## src/rapcore_config.svh

```systemverilog
`ifndef RAPCORE_CONFIG_SVH
`define RAPCORE_CONFIG_SVH

// Number of step/dir/enable channels
`define MOTOR_COUNT 2

// Width of a move duration in CLK ticks
`define MOVE_DURATION_BITS 32

// Moves the FIFO can hold ahead of the step generator
`define BUFFER_SIZE 4

`endif

```

## src/rapcore_pkg.sv

```systemverilog
`include "rapcore_config.svh"

package rapcore_pkg;

  // Opcode in bits 7:0 of a command header word
  typedef enum logic [7:0] {
    cmd_move   = 8'd1,
    cmd_enable = 8'd2,
    cmd_status = 8'd3   // No-op, only fetches the reply
  } cmd_e;

  localparam int motor_count   = `MOTOR_COUNT;
  localparam int duration_bits = `MOVE_DURATION_BITS;
  localparam int buffer_size   = `BUFFER_SIZE;
  localparam int incr_bits     = 32;

  // Packed move: directions at the bottom, then increments, duration on top
  localparam int dir_lsb    = 0;
  localparam int incr_lsb   = dir_lsb + motor_count;
  localparam int dur_lsb    = incr_lsb + motor_count * incr_bits;
  localparam int move_width = dur_lsb + duration_bits;

endpackage

```

## src/spi_word.sv

```systemverilog
`timescale 1ns/1ps

module spi_word (
  input  logic        CLK,
  input  logic        resetn,
  input  logic        SCK,
  input  logic        CS,
  input  logic        COPI,
  input  logic [63:0] status_word,
  input  logic        word_ack,
  output logic        CIPO,
  output logic        word_req,
  output logic [63:0] word_data
);

  logic [2:0]  sck_sync;   // Two sync flops plus one for edge detect
  logic [2:0]  cs_sync;
  logic [1:0]  copi_sync;
  logic        sck_rise;
  logic        sck_fall;
  logic        cs_active;
  logic        cs_start;   // First cycle CS is seen low
  logic [5:0]  bit_cnt;    // Wire position inside the word
  logic [5:0]  bit_idx;    // Word bit at that wire position
  logic [63:0] rx_word;
  logic [63:0] rx_next;
  logic [63:0] tx_word;
  logic        word_last;
  logic        word_take;

  always_ff @(posedge CLK) begin
    if (!resetn) begin
      sck_sync  <= '0;
      cs_sync   <= '1;
      copi_sync <= '0;
    end else begin
      sck_sync  <= {sck_sync[1:0], SCK};
      cs_sync   <= {cs_sync[1:0], CS};
      copi_sync <= {copi_sync[0], COPI};
    end
  end

  assign sck_rise  = sck_sync[1] & ~sck_sync[2];
  assign sck_fall  = ~sck_sync[1] & sck_sync[2];
  assign cs_active = ~cs_sync[1];
  assign cs_start  = ~cs_sync[1] & cs_sync[2];

  // Bytes go LSB byte first, each byte MSB first
  assign bit_idx   = {bit_cnt[5:3], ~bit_cnt[2:0]};
  assign word_last = cs_active && sck_rise && (bit_cnt == 6'd63);
  assign word_take = word_last && !word_req && !word_ack;

  always_comb begin
    rx_next          = rx_word;
    rx_next[bit_idx] = copi_sync[1];
  end

  always_ff @(posedge CLK) begin
    if (!resetn) begin
      bit_cnt <= '0;
    end else if (!cs_active) begin
      bit_cnt <= '0;
    end else if (sck_rise) begin
      bit_cnt <= bit_cnt + 6'd1;  // Wraps to the next word
    end
  end

  always_ff @(posedge CLK) begin
    if (cs_active && sck_rise) begin
      rx_word <= rx_next;
    end
    if (word_take) begin
      word_data <= rx_next;
    end
    if (cs_start) begin
      tx_word <= status_word;  // Snapshot of the reply
    end
  end

  // Four-phase handshake towards the decoder
  always_ff @(posedge CLK) begin
    if (!resetn) begin
      word_req <= 1'b0;
    end else if (word_take) begin
      word_req <= 1'b1;
    end else if (word_req && word_ack) begin
      word_req <= 1'b0;
    end
  end

  // Mode 0, first bit out before the first rising edge
  always_ff @(posedge CLK) begin
    if (!resetn) begin
      CIPO <= 1'b0;
    end else if (cs_start) begin
      CIPO <= status_word[7];
    end else if (!cs_active) begin
      CIPO <= 1'b0;
    end else if (sck_fall) begin
      CIPO <= tx_word[bit_idx];
    end
  end

  // Decoder must close the handshake before the next word completes
  a_word_not_dropped: assert property (@(posedge CLK) disable iff (!resetn)
    word_last |-> (!word_req && !word_ack));

endmodule

```

## src/command_decoder.sv

```systemverilog
`timescale 1ns/1ps

module command_decoder import rapcore_pkg::*; (
  input  logic                   CLK,
  input  logic                   resetn,
  input  logic                   word_req,
  input  logic [63:0]            word_data,
  input  logic                   buffer_dtr,
  input  logic [7:0]             fill,
  input  logic                   busy,
  input  logic                   move_done,
  input  logic                   halt,
  output logic                   word_ack,
  output logic                   push,
  output logic [move_width-1:0]  push_data,
  output logic [motor_count-1:0] enable_mask,
  output logic [63:0]            status_word
);

  localparam int idx_bits = (motor_count > 1) ? $clog2(motor_count) : 1;

  typedef enum logic [1:0] {
    st_idle,
    st_collect,
    st_push
  } state_e;

  state_e              state;
  logic [idx_bits-1:0] incr_idx;    // Next increment word of the move
  logic [31:0]         done_count;  // Completed moves, wraps
  logic                take_word;
  logic                last_incr;
  cmd_e                opcode;

  // Holding off here stalls the SPI side while the buffer is full
  assign take_word = word_req && !word_ack && (state != st_push);
  assign last_incr = (incr_idx == idx_bits'(motor_count - 1));
  assign opcode    = cmd_e'(word_data[7:0]);

  always_ff @(posedge CLK) begin
    if (!resetn) begin
      word_ack <= 1'b0;
    end else if (word_ack && !word_req) begin
      word_ack <= 1'b0;
    end else if (take_word) begin
      word_ack <= 1'b1;
    end
  end

  always_ff @(posedge CLK) begin
    if (!resetn) begin
      state       <= st_idle;
      incr_idx    <= '0;
      push        <= 1'b0;
      enable_mask <= '0;
    end else begin
      push <= 1'b0;
      case (state)
        st_idle: begin
          if (take_word) begin
            case (opcode)
              cmd_move: begin
                state    <= st_collect;
                incr_idx <= '0;
              end
              cmd_enable: enable_mask <= word_data[8 +: motor_count];
              cmd_status: begin
                // Reply already sits in status_word
              end
              default: begin
                // Unknown opcode, acked and dropped
              end
            endcase
          end
        end
        st_collect: begin
          if (take_word) begin
            if (last_incr) begin
              state <= st_push;
            end else begin
              incr_idx <= incr_idx + 1'b1;
            end
          end
        end
        st_push: begin
          if (buffer_dtr) begin
            push  <= 1'b1;
            state <= st_idle;
          end
        end
        default: state <= st_idle;
      endcase
      if (halt) begin
        state <= st_idle;  // Partial move is abandoned
        push  <= 1'b0;
      end
    end
  end

  // Move assembly
  always_ff @(posedge CLK) begin
    if (take_word) begin
      if (state == st_idle && opcode == cmd_move) begin
        push_data[dir_lsb +: motor_count]   <= word_data[8 +: motor_count];
        push_data[dur_lsb +: duration_bits] <= word_data[32 +: duration_bits];
      end else if (state == st_collect) begin
        push_data[incr_lsb + incr_idx * incr_bits +: incr_bits] <= word_data[incr_bits-1:0];
      end
    end
  end

  always_ff @(posedge CLK) begin
    if (!resetn) begin
      done_count <= '0;
    end else if (move_done) begin
      done_count <= done_count + 32'd1;
    end
  end

  assign status_word = {16'h0000, done_count, 7'b0000000, busy, fill};

endmodule

```

## src/move_buffer.sv

```systemverilog
`timescale 1ns/1ps

module move_buffer import rapcore_pkg::*; (
  input  logic                  CLK,
  input  logic                  resetn,
  input  logic                  push,
  input  logic [move_width-1:0] push_data,
  input  logic                  pop,
  input  logic                  halt,
  output logic                  pop_valid,
  output logic [move_width-1:0] pop_data,
  output logic                  buffer_dtr,
  output logic [7:0]            fill
);

  localparam int ptr_bits = (buffer_size > 1) ? $clog2(buffer_size) : 1;
  localparam int cnt_bits = $clog2(buffer_size + 1);

  logic [move_width-1:0] mem [buffer_size];
  logic [ptr_bits-1:0]   wr_ptr;
  logic [ptr_bits-1:0]   rd_ptr;
  logic [cnt_bits-1:0]   count;
  logic                  do_push;
  logic                  do_pop;

  function automatic logic [ptr_bits-1:0] next_ptr(input logic [ptr_bits-1:0] ptr);
    if (ptr == ptr_bits'(buffer_size - 1)) begin
      return '0;
    end
    return ptr + 1'b1;
  endfunction

  assign do_push = push && buffer_dtr && !halt;  // Halt flush wins
  assign do_pop  = pop && pop_valid && !halt;

  always_ff @(posedge CLK) begin
    if (!resetn || halt) begin
      wr_ptr <= '0;
      rd_ptr <= '0;
      count  <= '0;
    end else begin
      if (do_push) begin
        wr_ptr <= next_ptr(wr_ptr);
      end
      if (do_pop) begin
        rd_ptr <= next_ptr(rd_ptr);
      end
      if (do_push && !do_pop) begin
        count <= count + 1'b1;
      end else if (do_pop && !do_push) begin
        count <= count - 1'b1;
      end
    end
  end

  always_ff @(posedge CLK) begin
    if (do_push) begin
      mem[wr_ptr] <= push_data;
    end
  end

  assign pop_valid  = (count != '0);
  assign pop_data   = mem[rd_ptr];
  assign buffer_dtr = (count != cnt_bits'(buffer_size));  // Room for one more
  assign fill       = 8'(count);

  // Decoder waits on buffer_dtr, step generator on pop_valid
  a_no_push_full: assert property (@(posedge CLK) disable iff (!resetn)
    push |-> buffer_dtr);
  a_no_pop_empty: assert property (@(posedge CLK) disable iff (!resetn)
    pop |-> pop_valid);

endmodule

```

## src/step_generator.sv

```systemverilog
`timescale 1ns/1ps

module step_generator import rapcore_pkg::*; (
  input  logic                   CLK,
  input  logic                   resetn,
  input  logic                   pop_valid,
  input  logic [move_width-1:0]  pop_data,
  input  logic                   halt,
  output logic                   pop,
  output logic                   busy,
  output logic                   move_done,
  output logic [motor_count-1:0] step,
  output logic [motor_count-1:0] dir
);

  logic [duration_bits-1:0] remaining;  // Ticks left in the move
  logic [duration_bits-1:0] pop_duration;
  logic [incr_bits-1:0]     incr [motor_count];
  logic [incr_bits-1:0]     acc [motor_count];
  logic [incr_bits-1:0]     acc_next [motor_count];
  logic [motor_count-1:0]   carry;
  logic [motor_count-1:0]   incr_msb;
  logic                     tick;

  assign pop          = !busy && pop_valid && !halt;
  assign tick         = busy && !halt;
  assign pop_duration = pop_data[dur_lsb +: duration_bits];
  assign step         = tick ? carry : '0;  // Carry out of the DDA add

  always_comb begin
    logic [incr_bits:0] sum;
    for (int m = 0; m < motor_count; m++) begin
      sum         = {1'b0, acc[m]} + {1'b0, incr[m]};
      carry[m]    = sum[incr_bits];
      acc_next[m] = sum[incr_bits-1:0];
      incr_msb[m] = pop_data[incr_lsb + m * incr_bits + incr_bits - 1];
    end
  end

  always_ff @(posedge CLK) begin
    if (!resetn) begin
      busy      <= 1'b0;
      move_done <= 1'b0;
      remaining <= '0;
      dir       <= '0;
    end else begin
      move_done <= 1'b0;
      if (halt) begin
        busy <= 1'b0;  // No done pulse for a halted move
      end else if (pop) begin
        dir       <= pop_data[dir_lsb +: motor_count];
        remaining <= pop_duration;
        if (pop_duration == '0) begin
          move_done <= 1'b1;  // Empty move finishes at once
        end else begin
          busy <= 1'b1;
        end
      end else if (tick) begin
        remaining <= remaining - 1'b1;
        if (remaining == duration_bits'(1)) begin
          busy      <= 1'b0;
          move_done <= 1'b1;
        end
      end
    end
  end

  // Accumulators restart with every move
  always_ff @(posedge CLK) begin
    for (int m = 0; m < motor_count; m++) begin
      if (pop) begin
        incr[m] <= pop_data[incr_lsb + m * incr_bits +: incr_bits];
        acc[m]  <= '0;
      end else if (tick) begin
        acc[m] <= acc_next[m];
      end
    end
  end

  // Host increments must stay below half a turn or pulses merge
  a_incr_range: assert property (@(posedge CLK) disable iff (!resetn)
    pop |-> (incr_msb == '0));

endmodule

```

## src/rapcore.sv

```systemverilog
`timescale 1ns/1ps

module rapcore import rapcore_pkg::*; (
  input  logic                   CLK,
  input  logic                   resetn,
  input  logic                   SCK,
  input  logic                   CS,
  input  logic                   COPI,
  input  logic                   HALT,
  output logic                   CIPO,
  output logic [motor_count-1:0] STEPOUTPUT,
  output logic [motor_count-1:0] DIROUTPUT,
  output logic [motor_count-1:0] ENOUTPUT,
  output logic                   BUFFER_DTR,
  output logic                   MOVE_DONE
);

  logic [63:0]           status_word;
  logic [63:0]           word_data;
  logic                  word_req;
  logic                  word_ack;
  logic                  push;
  logic [move_width-1:0] push_data;
  logic                  pop;
  logic                  pop_valid;
  logic [move_width-1:0] pop_data;
  logic [7:0]            fill;
  logic                  busy;

  spi_word u_spi_word (
    .CLK         (CLK),
    .resetn      (resetn),
    .SCK         (SCK),
    .CS          (CS),
    .COPI        (COPI),
    .status_word (status_word),
    .word_ack    (word_ack),
    .CIPO        (CIPO),
    .word_req    (word_req),
    .word_data   (word_data)
  );

  command_decoder u_command_decoder (
    .CLK         (CLK),
    .resetn      (resetn),
    .word_req    (word_req),
    .word_data   (word_data),
    .buffer_dtr  (BUFFER_DTR),
    .fill        (fill),
    .busy        (busy),
    .move_done   (MOVE_DONE),
    .halt        (HALT),
    .word_ack    (word_ack),
    .push        (push),
    .push_data   (push_data),
    .enable_mask (ENOUTPUT),
    .status_word (status_word)
  );

  move_buffer u_move_buffer (
    .CLK        (CLK),
    .resetn     (resetn),
    .push       (push),
    .push_data  (push_data),
    .pop        (pop),
    .halt       (HALT),
    .pop_valid  (pop_valid),
    .pop_data   (pop_data),
    .buffer_dtr (BUFFER_DTR),
    .fill       (fill)
  );

  step_generator u_step_generator (
    .CLK       (CLK),
    .resetn    (resetn),
    .pop_valid (pop_valid),
    .pop_data  (pop_data),
    .halt      (HALT),
    .pop       (pop),
    .busy      (busy),
    .move_done (MOVE_DONE),
    .step      (STEPOUTPUT),
    .dir       (DIROUTPUT)
  );

endmodule

```

## config.mk

```make
export PLATFORM = sky130hd
export DESIGN_NAME = rapcore
export DESIGN_NICKNAME = d
export VERILOG_FILES = /design/src/rapcore_pkg.sv /design/src/spi_word.sv /design/src/command_decoder.sv /design/src/move_buffer.sv /design/src/step_generator.sv /design/src/rapcore.sv
export VERILOG_INCLUDE_DIRS = /design/src
export SDC_FILE = /design/constraint.sdc
export NUM_CORES = 1
export LEC_CHECK = 0
export BUFFER_PORTS_ARGS = -buffer_cell sky130_fd_sc_hd__buf_4
export CAP_MARGIN = 20
export CORE_MARGIN = 4
export CORE_UTILIZATION = 50
export CTS_CLUSTER_DIAMETER = 80
export DETAILED_ROUTE_END_ITERATION = 12
export PLACE_DENSITY = 0.67
export SLEW_MARGIN = 25
export SYNTH_ARGS = -nofsm -noshare
export SYNTH_HDL_FRONTEND = slang
export SYNTH_SLANG_ARGS = --single-unit
```

## constraint.sdc

```tcl
create_clock -name CLK -period 11.75 [get_ports CLK]
set_input_delay 1.175 -clock CLK [delete_from_list [all_inputs] [get_ports CLK]]
set_output_delay 1.175 -clock CLK [all_outputs]
set_load 0.02 [all_outputs]
```

==> metrics.txt <==
GRT Util Overall=approximately a fifth; GPL Wtd Cong=0.842; largest net degree at the start of global routing=70; Post-synth EDFFs=782; Worst setup SP type=register; dpl hpwl=44.8 mm; core area=71500 µm²; #FFs+latches synth=882; clock sinks=882; Worst EP required=10580 ps; pins over their slew limit=0; share of layout cells above drive strength 1=around 16%; Final Hold Fails=0; CTS Buf Count=90; First-pass DRT Iterations=8; Yosys top cell area share=65.1%; area delta synth->final=12.3%; H-tree Lvls=3; distinct cell type count after synthesis=73; Clk Latency, worst-skew pair=640 ps; vias=19600; Max clock buf depth=3; post-CTS sizing=0; period utilization=40.1%; Post-Syn Area=36100 µm²; die area=76500 µm²; DRC=0; post-cts hold buffer count=0; Filler cells=between 5000 and 6000; NumNets Final=2444; CTS tree=done; number of DRC markers in iteration 0=about 1700; number of global-route vias before repair=slightly below 20000; Port Buffers=14; GRT overflow=0; Power, Total=6.43 mW; P per Cell Area=159 nW/µm²; Top-Level Pins=15; ys flop type=edfxtp_1; first-pass GRT wire length=about 110 mm; Slew headroom=34.8%; YS warnings=0; Horiz. Die Dim=277 µm; fmax=212 MHz; crit path capture type=primary output; synth top area cells=edfxtp_1 (65%), mux4_2 (6.4%), dfxtp_1 (5.5%), ha_1 (2.6%), nor2_1 (2.0%); Max-Cap Viols=0; Max VDD drop=0.000129 V; Vias per Instance=5.77; crit path DAT=3540 ps; register area share after synthesis=between 70% and 80%; type of the worst min-delay path=reg -> reg; Crit Path Class=reg -> out; Std-Cell Rows=a little under 100; asr flop ratio synth=0%; static leakage=approximately 13 nW; Post-Syn Nets=2412; minimum clock period=4710 ps; Mean Syn Cell Area=15.5 µm²; drt total wl=72.6 mm; setup violators final=0; Final TNS setup=0 ps; postcts setup bufs=0; Final ANT Viol Nets=0; RSZ-0062 raised after global routing=no; initial antenna violation count=1; post-synth top area cell=edfxtp_1; critical path peak fanout=3; Initial Util=around 50%; status=completed; skew final=roughly 18 ps; chip height=277 µm; measured slew at the worst slew-check pin=973 ps; Reg clk slew, reported paths=~60 ps; drt wl/cell=21.4 µm; CTS Root Cell=clkbuf_16; post-synthesis instance total=2329
==> cell type report <==
cell class / instances / area [µm²] / share of cell area [%]
tap: 950 / 1190 / 2.93
sequential: 882 / 25500 / 62.9
antenna: 1 / 2.50 / 0.00618
clock inverter: 62 / 883 / 2.18
multi-input combinational: 1319 / 10200 / 25.1
clock buffer: 105 / 2330 / 5.75
timing repair buffer: 40 / 344 / 0.849
inverter: 28 / 106 / 0.263
==> logic make-up (layout without fill, tap and decap cells) <==
group | Yosys count | in the layout | share of synthesized area (%)
flip-flops | 882 | 882 | 70.6
AND/OR/NAND/NOR | 662 | 662 | 9.14
AO/OA/AOI/OAI | 328 | 328 | 5.63
multiplexers | 173 | 173 | 8.58
buffers and inverters | 128 | 235 | 1.37
XOR/XNOR | 79 | 79 | 1.92
adder cells (fa/ha/maj) | 77 | 77 | 2.73
other | 0 | 1 | 0
==> routing by layer <==
metal  vias to the layer above  GRT usage, %  wire [µm]
met2                       560          31.0      35200
met4                         0          5.96       2140
met3                       127          2.93       3610
li1                       8991             -          -
met1                      9879          26.4      31700
met5                         -             0          0
==> worst max-delay path, stage by stage, from the launching register on <==
cell	delay, ps
edfxtp_1	360
ha_1	250
fa_1	420
a211oi_1	320
o21ai_0	180
and3_1	210
nor4b_1	180
o21ai_0	330
a21oi_1	140
o21ai_0	240
a21oi_1	100
buf_4	170
==> cell usage after synthesis (all sizes together) (40+ instances only) <==
cell,count
clkbuf,80
edfxtp,782
nand2,140
ha,74
dfxtp,100
a21oi,114
mux4,103
mux2,59
nor2,195
xor2,47
and2,86
nor2b,40
o21ai,82
nor3,40
==> power by group <==
group          internal, mW  leakage (nW)  switching [mW]
Sequential             3.37          7.89         0.00164
Combinational       0.00496          3.87          0.0141
Clock                  1.85          1.57            1.19
==> sequential cells by signal (all words and copies together) (netlist names), 2 cells and up, named ones only <==
register and cells:
u_command_decoder.done_count 32, u_command_decoder.enable_mask 2, u_command_decoder.push_data 98, u_command_decoder.state 2
u_move_buffer.count 3, u_move_buffer.mem 392, u_move_buffer.rd_ptr 2, u_move_buffer.wr_ptr 2
u_spi_word.bit_cnt 6, u_spi_word.copi_sync 2, u_spi_word.cs_sync 3, u_spi_word.rx_word 64
u_spi_word.sck_sync 3, u_spi_word.tx_word 36, u_spi_word.word_data 64, u_step_generator.acc 64
u_step_generator.dir 2, u_step_generator.incr 64, u_step_generator.remaining 32
==> worst paths after layout <==
kind / startpoint / to / slack, ps / cells after the start
min reg2reg: u_spi_word.cs_sync[0] / u_spi_word.cs_sync[1] / 420 / 1
max reg2reg: u_move_buffer.count[0] / u_step_generator.acc[1][31] / 8260 / 7
max: u_step_generator.incr[0][32] / STEPOUTPUT[1] / 7040 / 11
min: u_spi_word.cs_sync[0] / u_spi_word.cs_sync[1] / 420 / 1
==> metrics by stage <==
stage                     worst slack, ps  cells  utilization (%)  instance area (µm²)  hold slack [ps]
after CTS                            7000   3384             56.6                40400              415
after floorplan                      6430   2329                -                36100              386
final                                7040   3387             56.7                40500              416
after global placement               7610   3217             52.1                37200              411
after global routing                 6840   3386             56.7                40500              458
after detailed placement             7510   3217             52.1                37200              400
==> cell usage in the layout, fill, tap and decap left out, drive strengths merged, types with 40 or more instances in the layout <==
cell type  Yosys  final
mux2          59     59
xor2          47     47
dfxtp        100    100
nor3          40     40
edfxtp       782    782
ha            74     74
nor2         195    195
nor2b         40     40
nand2        140    140
mux4         103    103
and2          86     86
o21ai         82     82
a21oi        114    114
buf           20     40
clkbuf        80    105
No activity file was read; power rests on OpenSTA's default activity.
